--- src/source/branch_pkg.sv ---
package branch_pkg;

    // ~~~~~~~~~~~~~~~~~~~~~~~~~~~~~~~~~~~~~~~~
    // widths
    // ~~~~~~~~~~~~~~~~~~~~~~~~~~~~~~~~~~~~~~~~
    localparam int WORD_W     = 32;
    localparam int REG_ADDR_W = 5;
    localparam int REG_NUM    = 32;
    localparam int OPCODE_W   = 6;
    localparam int BR_OP_W    = 4;

    typedef logic [WORD_W-1:0]     word_t;      // data, address, instruction
    typedef logic [REG_ADDR_W-1:0] reg_addr_t;
    typedef logic [OPCODE_W-1:0]   opcode_t;    // inst[31:26]
    typedef logic [BR_OP_W-1:0]    br_op_t;

    // ~~~~~~~~~~~~~~~~~~~~~~~~~~~~~~~~~~~~~~~~
    // major opcodes of the 2RI16 / I26 group
    // ~~~~~~~~~~~~~~~~~~~~~~~~~~~~~~~~~~~~~~~~
    localparam opcode_t OPC_JIRL = 6'h13;
    localparam opcode_t OPC_B    = 6'h14;
    localparam opcode_t OPC_BL   = 6'h15;
    localparam opcode_t OPC_BEQ  = 6'h16;
    localparam opcode_t OPC_BNE  = 6'h17;
    localparam opcode_t OPC_BLT  = 6'h18;
    localparam opcode_t OPC_BGE  = 6'h19;
    localparam opcode_t OPC_BLTU = 6'h1A;
    localparam opcode_t OPC_BGEU = 6'h1B;

    // branch operations
    localparam br_op_t BR_NOP  = 4'd0;
    localparam br_op_t BR_BEQ  = 4'd1;
    localparam br_op_t BR_BNE  = 4'd2;
    localparam br_op_t BR_BLT  = 4'd3;
    localparam br_op_t BR_BGE  = 4'd4;
    localparam br_op_t BR_BLTU = 4'd5;
    localparam br_op_t BR_BGEU = 4'd6;
    localparam br_op_t BR_B    = 4'd7;
    localparam br_op_t BR_BL   = 4'd8;
    localparam br_op_t BR_JIRL = 4'd9;

    localparam reg_addr_t LINK_REG = 5'd1;  // ra that BL writes

endpackage

--- src/source/branch_decoder.sv ---
`timescale 1ns/1ps

module branch_decoder (
    input  branch_pkg::word_t     pc_i,
    input  branch_pkg::word_t     inst_i,

    output branch_pkg::reg_addr_t rj_addr_o,
    output branch_pkg::reg_addr_t rd_addr_o,
    output logic                  rj_ren_o,
    output logic                  rd_ren_o,
    output branch_pkg::br_op_t    br_op_o,
    output logic                  wb_en_o,
    output branch_pkg::reg_addr_t wb_addr_o,
    output logic                  ine_o
);
    import branch_pkg::*;

    opcode_t   opcode;
    reg_addr_t rd;

    assign opcode    = inst_i[31:26];
    assign rd        = inst_i[4:0];
    assign rj_addr_o = inst_i[9:5];
    assign rd_addr_o = rd;

    always_comb begin
        case (opcode)
            OPC_BEQ: begin
                br_op_o   = BR_BEQ;
                rj_ren_o  = 1'b1;
                rd_ren_o  = 1'b1;
                wb_en_o   = 1'b0;
                wb_addr_o = '0;
                ine_o     = 1'b0;
            end
            OPC_BNE: begin
                br_op_o   = BR_BNE;
                rj_ren_o  = 1'b1;
                rd_ren_o  = 1'b1;
                wb_en_o   = 1'b0;
                wb_addr_o = '0;
                ine_o     = 1'b0;
            end
            OPC_BLT: begin
                br_op_o   = BR_BLT;
                rj_ren_o  = 1'b1;
                rd_ren_o  = 1'b1;
                wb_en_o   = 1'b0;
                wb_addr_o = '0;
                ine_o     = 1'b0;
            end
            OPC_BGE: begin
                br_op_o   = BR_BGE;
                rj_ren_o  = 1'b1;
                rd_ren_o  = 1'b1;
                wb_en_o   = 1'b0;
                wb_addr_o = '0;
                ine_o     = 1'b0;
            end
            OPC_BLTU: begin
                br_op_o   = BR_BLTU;
                rj_ren_o  = 1'b1;
                rd_ren_o  = 1'b1;
                wb_en_o   = 1'b0;
                wb_addr_o = '0;
                ine_o     = 1'b0;
            end
            OPC_BGEU: begin
                br_op_o   = BR_BGEU;
                rj_ren_o  = 1'b1;
                rd_ren_o  = 1'b1;
                wb_en_o   = 1'b0;
                wb_addr_o = '0;
                ine_o     = 1'b0;
            end
            OPC_B: begin
                br_op_o   = BR_B;
                rj_ren_o  = 1'b0;        // offset only
                rd_ren_o  = 1'b0;
                wb_en_o   = 1'b0;
                wb_addr_o = '0;
                ine_o     = 1'b0;
            end
            OPC_BL: begin
                br_op_o   = BR_BL;
                rj_ren_o  = 1'b0;
                rd_ren_o  = 1'b0;
                wb_en_o   = 1'b1;
                wb_addr_o = LINK_REG;    // implicit ra
                ine_o     = 1'b0;
            end
            OPC_JIRL: begin
                br_op_o   = BR_JIRL;
                rj_ren_o  = 1'b1;        // base register
                rd_ren_o  = 1'b0;
                wb_en_o   = 1'b1;
                wb_addr_o = rd;
                ine_o     = 1'b0;
            end
            default: begin
                // not a branch so flag it and do nothing else
                br_op_o   = BR_NOP;
                rj_ren_o  = 1'b0;
                rd_ren_o  = 1'b0;
                wb_en_o   = 1'b0;
                wb_addr_o = '0;
                ine_o     = 1'b1;
            end
        endcase
    end

endmodule

--- src/source/branch_regfile.sv ---
`timescale 1ns/1ps

module branch_regfile (
    input  logic                  clk_i,
    input  logic                  rst_n_i,

    input  branch_pkg::reg_addr_t rj_addr_i,
    input  branch_pkg::reg_addr_t rd_addr_i,
    output branch_pkg::word_t     rj_data_o,
    output branch_pkg::word_t     rd_data_o,

    input  logic                  wb_en_i,
    input  branch_pkg::reg_addr_t wb_addr_i,
    input  branch_pkg::word_t     wb_data_i,

    input  logic                  init_we_i,
    input  branch_pkg::reg_addr_t init_addr_i,
    input  branch_pkg::word_t     init_data_i
);
    import branch_pkg::*;

    word_t regs [REG_NUM];

    // ~~~~~~~~~~~~~~~~~~~~~~~~~~~~~~~~~~~~~~~~
    // write side
    // ~~~~~~~~~~~~~~~~~~~~~~~~~~~~~~~~~~~~~~~~
    always_ff @(posedge clk_i) begin
        if (!rst_n_i) begin
            for (int i = 0; i < REG_NUM; i++) begin
                regs[i] <= '0;
            end
        end else if (wb_en_i) begin
            regs[wb_addr_i] <= wb_data_i;       // link write wins
        end else if (init_we_i) begin
            regs[init_addr_i] <= init_data_i;
        end
    end

    // ~~~~~~~~~~~~~~~~~~~~~~~~~~~~~~~~~~~~~~~~
    // read side with r0 hardwired to zero
    // ~~~~~~~~~~~~~~~~~~~~~~~~~~~~~~~~~~~~~~~~
    assign rj_data_o = (rj_addr_i == '0) ? '0 : regs[rj_addr_i];
    assign rd_data_o = (rd_addr_i == '0) ? '0 : regs[rd_addr_i];

endmodule

--- src/source/branch_execute.sv ---
`timescale 1ns/1ps

module branch_execute (
    input  logic                  clk_i,
    input  logic                  rst_n_i,

    input  logic                  issue_valid_i,
    input  branch_pkg::word_t     pc_i,
    input  branch_pkg::word_t     inst_i,
    input  branch_pkg::br_op_t    br_op_i,
    input  logic                  wb_en_i,
    input  branch_pkg::reg_addr_t wb_addr_i,
    input  logic                  ine_i,
    input  branch_pkg::reg_addr_t rj_addr_i,
    input  branch_pkg::reg_addr_t rd_addr_i,
    input  logic                  rj_ren_i,
    input  logic                  rd_ren_i,
    input  branch_pkg::word_t     rj_data_i,
    input  branch_pkg::word_t     rd_data_i,

    output logic                  ex_valid_o,
    output branch_pkg::word_t     ex_pc_o,
    output branch_pkg::word_t     ex_inst_o,
    output branch_pkg::br_op_t    ex_op_o,
    output branch_pkg::word_t     ex_rj_o,
    output logic                  ex_wb_en_o,
    output branch_pkg::reg_addr_t ex_wb_addr_o,
    output logic                  ex_ine_o,
    output logic                  ex_taken_o
);
    import branch_pkg::*;

    logic      valid_q;
    word_t     pc_q;
    word_t     inst_q;
    br_op_t    op_q;
    word_t     rj_q;
    word_t     rd_q;
    logic      wb_en_q;
    reg_addr_t wb_addr_q;
    logic      ine_q;

    logic      held_writes;
    logic      fwd_rj;
    logic      fwd_rd;
    word_t     link_val;
    logic      taken;

    // ~~~~~~~~~~~~~~~~~~~~~~~~~~~~~~~~~~~~~~~~
    // forward the held link value since the regfile gets it one edge later
    // ~~~~~~~~~~~~~~~~~~~~~~~~~~~~~~~~~~~~~~~~
    assign link_val    = pc_q + 32'd4;
    assign held_writes = valid_q && wb_en_q && (wb_addr_q != '0);
    assign fwd_rj      = held_writes && rj_ren_i && (rj_addr_i == wb_addr_q);
    assign fwd_rd      = held_writes && rd_ren_i && (rd_addr_i == wb_addr_q);

    always_ff @(posedge clk_i) begin
        if (!rst_n_i) begin
            valid_q <= 1'b0;
        end else begin
            valid_q <= issue_valid_i;
        end
    end

    always_ff @(posedge clk_i) begin
        if (issue_valid_i) begin
            pc_q      <= pc_i;
            inst_q    <= inst_i;
            op_q      <= br_op_i;
            wb_en_q   <= wb_en_i;
            wb_addr_q <= wb_addr_i;
            ine_q     <= ine_i;
            rj_q      <= fwd_rj ? link_val : rj_data_i;
            rd_q      <= fwd_rd ? link_val : rd_data_i;
        end
    end

    // condition on the held operands
    always_comb begin
        case (op_q)
            BR_BEQ:               taken = (rj_q == rd_q);
            BR_BNE:               taken = (rj_q != rd_q);
            BR_BLT:               taken = ($signed(rj_q) < $signed(rd_q));
            BR_BGE:               taken = ($signed(rj_q) >= $signed(rd_q));
            BR_BLTU:              taken = (rj_q < rd_q);
            BR_BGEU:              taken = (rj_q >= rd_q);
            BR_B, BR_BL, BR_JIRL: taken = 1'b1;
            default:              taken = 1'b0;
        endcase
    end

    assign ex_valid_o   = valid_q;
    assign ex_pc_o      = pc_q;
    assign ex_inst_o    = inst_q;
    assign ex_op_o      = op_q;
    assign ex_rj_o      = rj_q;
    assign ex_wb_en_o   = wb_en_q;
    assign ex_wb_addr_o = wb_addr_q;
    assign ex_ine_o     = ine_q;
    assign ex_taken_o   = taken;

endmodule

--- src/source/branch_result.sv ---
`timescale 1ns/1ps

module branch_result (
    input  logic                  clk_i,
    input  logic                  rst_n_i,

    input  logic                  ex_valid_i,
    input  branch_pkg::word_t     ex_pc_i,
    input  branch_pkg::word_t     ex_inst_i,
    input  branch_pkg::br_op_t    ex_op_i,
    input  branch_pkg::word_t     ex_rj_i,
    input  logic                  ex_wb_en_i,
    input  branch_pkg::reg_addr_t ex_wb_addr_i,
    input  logic                  ex_ine_i,
    input  logic                  ex_taken_i,

    output logic                  result_valid_o,
    output logic                  redirect_o,
    output branch_pkg::word_t     target_o,
    output logic                  ine_o,
    output logic                  wb_en_o,
    output branch_pkg::reg_addr_t wb_addr_o,
    output branch_pkg::word_t     wb_data_o,

    output logic                  rf_we_o,
    output branch_pkg::reg_addr_t rf_waddr_o,
    output branch_pkg::word_t     rf_wdata_o
);
    import branch_pkg::*;

    word_t off16_ext;
    word_t off26_ext;
    word_t target;
    word_t link_val;
    logic  wr_link;

    // offs16 = inst[25:10], offs26 = {inst[9:0], inst[25:10]}
    assign off16_ext = {{14{ex_inst_i[25]}}, ex_inst_i[25:10], 2'b00};
    assign off26_ext = {{4{ex_inst_i[9]}}, ex_inst_i[9:0], ex_inst_i[25:10], 2'b00};

    always_comb begin
        case (ex_op_i)
            BR_B, BR_BL: target = ex_pc_i + off26_ext;
            BR_JIRL:     target = ex_rj_i + off16_ext;     // register indirect
            default:     target = ex_pc_i + off16_ext;
        endcase
    end

    assign link_val = ex_pc_i + 32'd4;
    assign wr_link  = ex_valid_i && ex_wb_en_i && !ex_ine_i && (ex_wb_addr_i != '0);

    // regfile takes the link at the same edge the outputs register
    assign rf_we_o    = wr_link;
    assign rf_waddr_o = ex_wb_addr_i;
    assign rf_wdata_o = link_val;

    always_ff @(posedge clk_i) begin
        if (!rst_n_i) begin
            result_valid_o <= 1'b0;
            redirect_o     <= 1'b0;
            ine_o          <= 1'b0;
            wb_en_o        <= 1'b0;
        end else begin
            result_valid_o <= ex_valid_i;
            redirect_o     <= ex_valid_i && ex_taken_i && !ex_ine_i;
            ine_o          <= ex_valid_i && ex_ine_i;
            wb_en_o        <= wr_link;
        end
    end

    always_ff @(posedge clk_i) begin
        if (ex_valid_i) begin
            target_o  <= target;
            wb_addr_o <= ex_wb_addr_i;
            wb_data_o <= link_val;
        end
    end

endmodule

--- src/source/branch_unit_top.sv ---
`timescale 1ns/1ps

module branch_unit_top (
    input  logic                  clk_i,
    input  logic                  rst_n_i,

    input  logic                  issue_valid_i,
    input  branch_pkg::word_t     pc_i,
    input  branch_pkg::word_t     inst_i,

    input  logic                  init_we_i,
    input  branch_pkg::reg_addr_t init_addr_i,
    input  branch_pkg::word_t     init_data_i,

    output logic                  result_valid_o,
    output logic                  redirect_o,
    output branch_pkg::word_t     target_o,
    output logic                  ine_o,
    output logic                  wb_en_o,
    output branch_pkg::reg_addr_t wb_addr_o,
    output branch_pkg::word_t     wb_data_o
);
    import branch_pkg::*;

    // ~~~~~~~~~~~~~~~~~~~~~~~~~~~~~~~~~~~~~~~~
    // decode / read
    // ~~~~~~~~~~~~~~~~~~~~~~~~~~~~~~~~~~~~~~~~
    reg_addr_t rj_addr, rd_addr;
    logic      rj_ren, rd_ren;
    br_op_t    br_op;
    logic      dec_wb_en;
    reg_addr_t dec_wb_addr;
    logic      dec_ine;
    word_t     rj_data, rd_data;

    // execute stage
    logic      ex_valid;
    word_t     ex_pc, ex_inst, ex_rj;
    br_op_t    ex_op;
    logic      ex_wb_en;
    reg_addr_t ex_wb_addr;
    logic      ex_ine;
    logic      ex_taken;

    // link write-back
    logic      rf_we;
    reg_addr_t rf_waddr;
    word_t     rf_wdata;

    branch_decoder u_decoder (
        .pc_i      (pc_i),
        .inst_i    (inst_i),
        .rj_addr_o (rj_addr),
        .rd_addr_o (rd_addr),
        .rj_ren_o  (rj_ren),
        .rd_ren_o  (rd_ren),
        .br_op_o   (br_op),
        .wb_en_o   (dec_wb_en),
        .wb_addr_o (dec_wb_addr),
        .ine_o     (dec_ine)
    );

    branch_regfile u_regfile (
        .clk_i       (clk_i),
        .rst_n_i     (rst_n_i),
        .rj_addr_i   (rj_addr),
        .rd_addr_i   (rd_addr),
        .rj_data_o   (rj_data),
        .rd_data_o   (rd_data),
        .wb_en_i     (rf_we),
        .wb_addr_i   (rf_waddr),
        .wb_data_i   (rf_wdata),
        .init_we_i   (init_we_i),
        .init_addr_i (init_addr_i),
        .init_data_i (init_data_i)
    );

    branch_execute u_execute (
        .clk_i         (clk_i),
        .rst_n_i       (rst_n_i),
        .issue_valid_i (issue_valid_i),
        .pc_i          (pc_i),
        .inst_i        (inst_i),
        .br_op_i       (br_op),
        .wb_en_i       (dec_wb_en),
        .wb_addr_i     (dec_wb_addr),
        .ine_i         (dec_ine),
        .rj_addr_i     (rj_addr),
        .rd_addr_i     (rd_addr),
        .rj_ren_i      (rj_ren),
        .rd_ren_i      (rd_ren),
        .rj_data_i     (rj_data),
        .rd_data_i     (rd_data),
        .ex_valid_o    (ex_valid),
        .ex_pc_o       (ex_pc),
        .ex_inst_o     (ex_inst),
        .ex_op_o       (ex_op),
        .ex_rj_o       (ex_rj),
        .ex_wb_en_o    (ex_wb_en),
        .ex_wb_addr_o  (ex_wb_addr),
        .ex_ine_o      (ex_ine),
        .ex_taken_o    (ex_taken)
    );

    branch_result u_result (
        .clk_i          (clk_i),
        .rst_n_i        (rst_n_i),
        .ex_valid_i     (ex_valid),
        .ex_pc_i        (ex_pc),
        .ex_inst_i      (ex_inst),
        .ex_op_i        (ex_op),
        .ex_rj_i        (ex_rj),
        .ex_wb_en_i     (ex_wb_en),
        .ex_wb_addr_i   (ex_wb_addr),
        .ex_ine_i       (ex_ine),
        .ex_taken_i     (ex_taken),
        .result_valid_o (result_valid_o),
        .redirect_o     (redirect_o),
        .target_o       (target_o),
        .ine_o          (ine_o),
        .wb_en_o        (wb_en_o),
        .wb_addr_o      (wb_addr_o),
        .wb_data_o      (wb_data_o),
        .rf_we_o        (rf_we),
        .rf_waddr_o     (rf_waddr),
        .rf_wdata_o     (rf_wdata)
    );

endmodule

--- config.mk ---
export PLATFORM = sky130hd
export DESIGN_NAME = branch_unit_top
export DESIGN_NICKNAME = d
export VERILOG_FILES = /design/src/source/branch_pkg.sv /design/src/source/branch_decoder.sv /design/src/source/branch_regfile.sv /design/src/source/branch_execute.sv /design/src/source/branch_result.sv /design/src/source/branch_unit_top.sv
export SDC_FILE = /design/constraint.sdc
export NUM_CORES = 2
export LEC_CHECK = 0
export BUFFER_PORTS_ARGS = -buffer_cell sky130_fd_sc_hd__buf_2
export CORE_MARGIN = 4
export CORE_UTILIZATION = 65
export CTS_BUF_LIST = sky130_fd_sc_hd__clkbuf_4
export CTS_CLUSTER_SIZE = 12
export DETAILED_ROUTE_END_ITERATION = 7
export PLACE_DENSITY = 0.83
export SLEW_MARGIN = 20
export SYNTH_ARGS = -nofsm -noshare
export SYNTH_HDL_FRONTEND = slang
export SYNTH_SLANG_ARGS = --single-unit
--- constraint.sdc ---
create_clock -name clk_i -period 15.4 [get_ports clk_i]
set_input_delay 0.77 -clock clk_i [delete_from_list [all_inputs] [get_ports clk_i]]
set_output_delay 0.77 -clock clk_i [all_outputs]
set_load 0.01 [all_outputs]
==> flow_metrics.py <==
metrics = {
    "synthesis": {
        "synth_edf_count": 1226,
        "synth_top_area_cell": "edfxtp_1",
        "netlist.area_leader.share_pct": 56.9,
        "syn_nets": 5039,
        "async_flop_share_pct": 0,
        "syn_area_um2": 64700,
        "ys_seq_elements": 1231,
        "synth_cell_types": 66,
        "yosysWarnings": 0,
        "synth-main-ff-cell": "edfxtp_1",
        "synthTopCellsByArea": "edfxtp_1, mux4_2, nor2_1",
        "yosysSeqAreaShare_pct": 57.0,
        "synth.avg_cell_area_um2": 13.4,
        "syn_inst": 4841,
    },
    "placement": {
        "gp_congestion": 0.973,
        "io_buffers": 177,
        "place_hpwl_um": 140000,
    },
    "run_status": {
        "violations": "design-rule violations",
        "outcome": "finished, violations left",
    },
    "final_layout": {
        "nNetsFinal": 5273,
        "drive_above_1_share_pct": 27.7,
        "fillers": 6158,
        "synthToLayoutAreaGrowth_pct": 10.3,
    },
    "critical_path": {
        "r2r-start": "u_execute.ex_wb_addr_o[1]$_DFFE_PP_",
        "r2r.worst_path.cells": 8,
        "startpoint": "u_execute.ex_wb_addr_o[1]$_DFFE_PP_",
        "worstSetupEndpoint": "u_regfile.regs[13][8]$_SDFFCE_PN0P_",
        "cp.required_ps": 16160,
        "worstPathMaxFanout": 33,
        "timing.setup.critical_path_class": "flop to flop",
        "reg2reg_to": "u_regfile.regs[13][8]$_SDFFCE_PN0P_",
        "startpoint_type": "flop",
        "arrival_ps": 7010,
        "end_kind": "flop",
        "reg2reg_slack_ps": 9160,
    },
    "routing": {
        "drtIter0Drc": 8892,
        "num_vias": 47672,
        "dr.pass1.iters": 8,
        "drc_errors": 3,
        "wirelength_um": 217000,
        "viasPerCell": 7.24,
        "wl_per_cell_um": 32.9,
        "ant_nets": 0,
    },
    "global_routing": {
        "grt_use_total_pct": 41.6,
        "antenna_found_initial": 38,
        "grt_pass1_wl_um": 310000,
        "grt_pass1_vias": 46158,
        "grt.overflow.total": 0,
        "grt_start_max_net_pins": 162,
    },
    "die": {
        "start_util_pct": 65.7,
        "core_um2": 98600,
        "die-area_um2": 105000,
        "io_pins": 178,
        "fp.dieW_um": 324,
        "rows": 115,
        "die_y_um": 324,
    },
    "clock_network": {
        "path_clk_slew_ps": 80,
        "ctsHoldBuffers": 57,
        "clk_latency_ps": 1270,
        "clk_path_buf_depth": 4,
        "tritoncts": "yes",
        "post_cts_resized": 0,
        "cts_root_buffer": "clkbuf_4",
        "htree_num_levels": 5,
        "postCtsSetupBuffers": 0,
        "numCtsBuffers": 333,
        "cts_sinks": 1231,
    },
    "timing": {
        "finalCriticalPeriod_ps": 6240,
        "final-max-slew-violation-count": 0,
        "setup_viol": 0,
        "rsz0062_at_grt": "no",
        "fmax_ghz": 0.160,
        "tightest_slew_ps": 1290,
        "tns_ps": 0,
        "hold_viol": 0,
        "fin_skew_ps": 130,
        "period_share_pct": 40.5,
        "slew_headroom_pct": 13.3,
    },
    "pwr": {
        "finalPower_uw": 8010,
        "power.leakage_uw": 0.0266,
        "ir_drop_v": 0.000113,
        "power_density_nw_per_um2": 112,
    },
    "hold_path": {
        "hold_path.class": "primary input to flop",
        "min_from": "inst_i[28]",
        "whs_path_depth": 3,
    },
    "flow_run": {
        "maxCapViolCount": 0,
    },
}
## cell usage after synthesis (59+ instances only)
cell type and instances:
nand3_1 63, mux4_2 472, ha_1 91, nor2_1 1124, a21oi_1 126, nand2_1 200, edfxtp_1 1226, mux2_2 122
a221oi_1 59, mux2i_1 177, clkbuf_1 312, buf_1 61, inv_1 84, o21ai_0 198
## worst max-delay path: stages (launching register included)
cell and delay, ps:
edfxtp_1 500, or4_1 560, o211ai_1 250, nor2_1 150, nor2_2 810, nand3b_1 200
a21oi_2 880, nand3_2 1130, nand2_2 1240
## area by class of cell
cell class	instances	area (µm²)	share of cell area [%]
diodes	17	42.5	0.0596
clock buffers	466	3500	4.90
clock inverters	71	384	0.538
inverters	84	315	0.442
multi-input cells	3107	26400	37.0
flip-flops and latches	1231	36900	51.7
well taps	1287	1610	2.26
repair buffers	318	2210	3.10
## where the power goes
group / total, µW / internal, µW / switching, µW
clock: 2820 / 1450 / 1380
combinational: 1270 / 432 / 834
sequential: 3920 / 3840 / 85.7
## worst min-delay path by stage
stage                                                   to  slack (ps)
after floorplan            u_result.wb_addr_o[0]$_DFFE_PP_         420
after global placement     u_result.wb_data_o[0]$_DFFE_PP_         450
after detailed placement   u_result.wb_data_o[1]$_DFFE_PP_         460
after CTS                 u_execute.ex_inst_o[3]$_DFFE_PP_           7
after global routing      u_execute.ex_inst_o[3]$_DFFE_PP_          50
final                       u_execute.ex_wb_en_o$_DFFE_PP_          90
## cells by family after synthesis
family / share of synthesized area (%)
xor gates and xnor gates: 1.07
DFF: 57.0
adders and majority gates: 1.82
muxes: 21.3
AOI/OAI and AO/OA: 6.32
and+or+nand+nor: 9.45
buffers and inverters: 3.01
## metrics by stage
stage	util, %	setup WS (ps)	hold WS [ps]	instances	cell area (µm²)
after floorplan	-	10520	424	4841	64700
after global placement	67.8	9700	451	5967	66800
after detailed placement	67.8	9610	464	5967	66800
after CTS	72.3	9490	6.58	6561	71300
after global routing	72.4	9070	51.7	6570	71300
final	72.4	9160	86.3	6581	71400
## state kept, by name, indices dropped and copies added, names as in the netlist
register,count
u_execute.ex_pc_o,32
u_execute.ex_ine_o,1
u_execute.ex_rj_o,32
u_regfile.regs,1024
u_execute.ex_inst_o,26
u_result.result_valid_o,1
u_result.ine_o,1
u_result.wb_addr_o,5
u_execute.rd_q,32
u_execute.ex_wb_addr_o,5
u_execute.ex_op_o,4
u_execute.ex_valid_o,1
u_result.wb_data_o,32
u_result.wb_en_o,1
u_result.target_o,32
u_execute.ex_wb_en_o,1
u_result.redirect_o,1
## layout by cell type (no fill, tap or decap), types with 14 or more instances in the layout
cell and n:
edfxtp_1 1226, nor2_1 1123, mux4_2 472, clkbuf_4 468, o21ai_0 193, mux2i_1 176, nand2_1 168, buf_2 168
mux2_2 122, a21oi_1 119, ha_1 91, inv_1 84, buf_4 80, a221oi_1 59, a22oi_1 58, dlygate4sd3_1 57
clkinv_1 56, xor2_1 45, o21a_1 43, o211ai_1 38, xnor2_1 34, nand3_2 32, nand2_2 32, nand3_1 31
a21o_1 24, nor3_1 20, and3_1 18, diode_2 17, nand4_1 16, o21ai_2 16, nand2b_1 15, o21ai_4 14
## routing by layer
metal  track usage, %  up-vias  wire length, µm
li1                 -    19047                -
met1             51.6    22845            65900
met5                0        -              343
met2             60.5     4791            93500
met4             22.0       46            14700
met3             21.0      943            42200
Note: power is estimated with default switching activity, not from simulation.
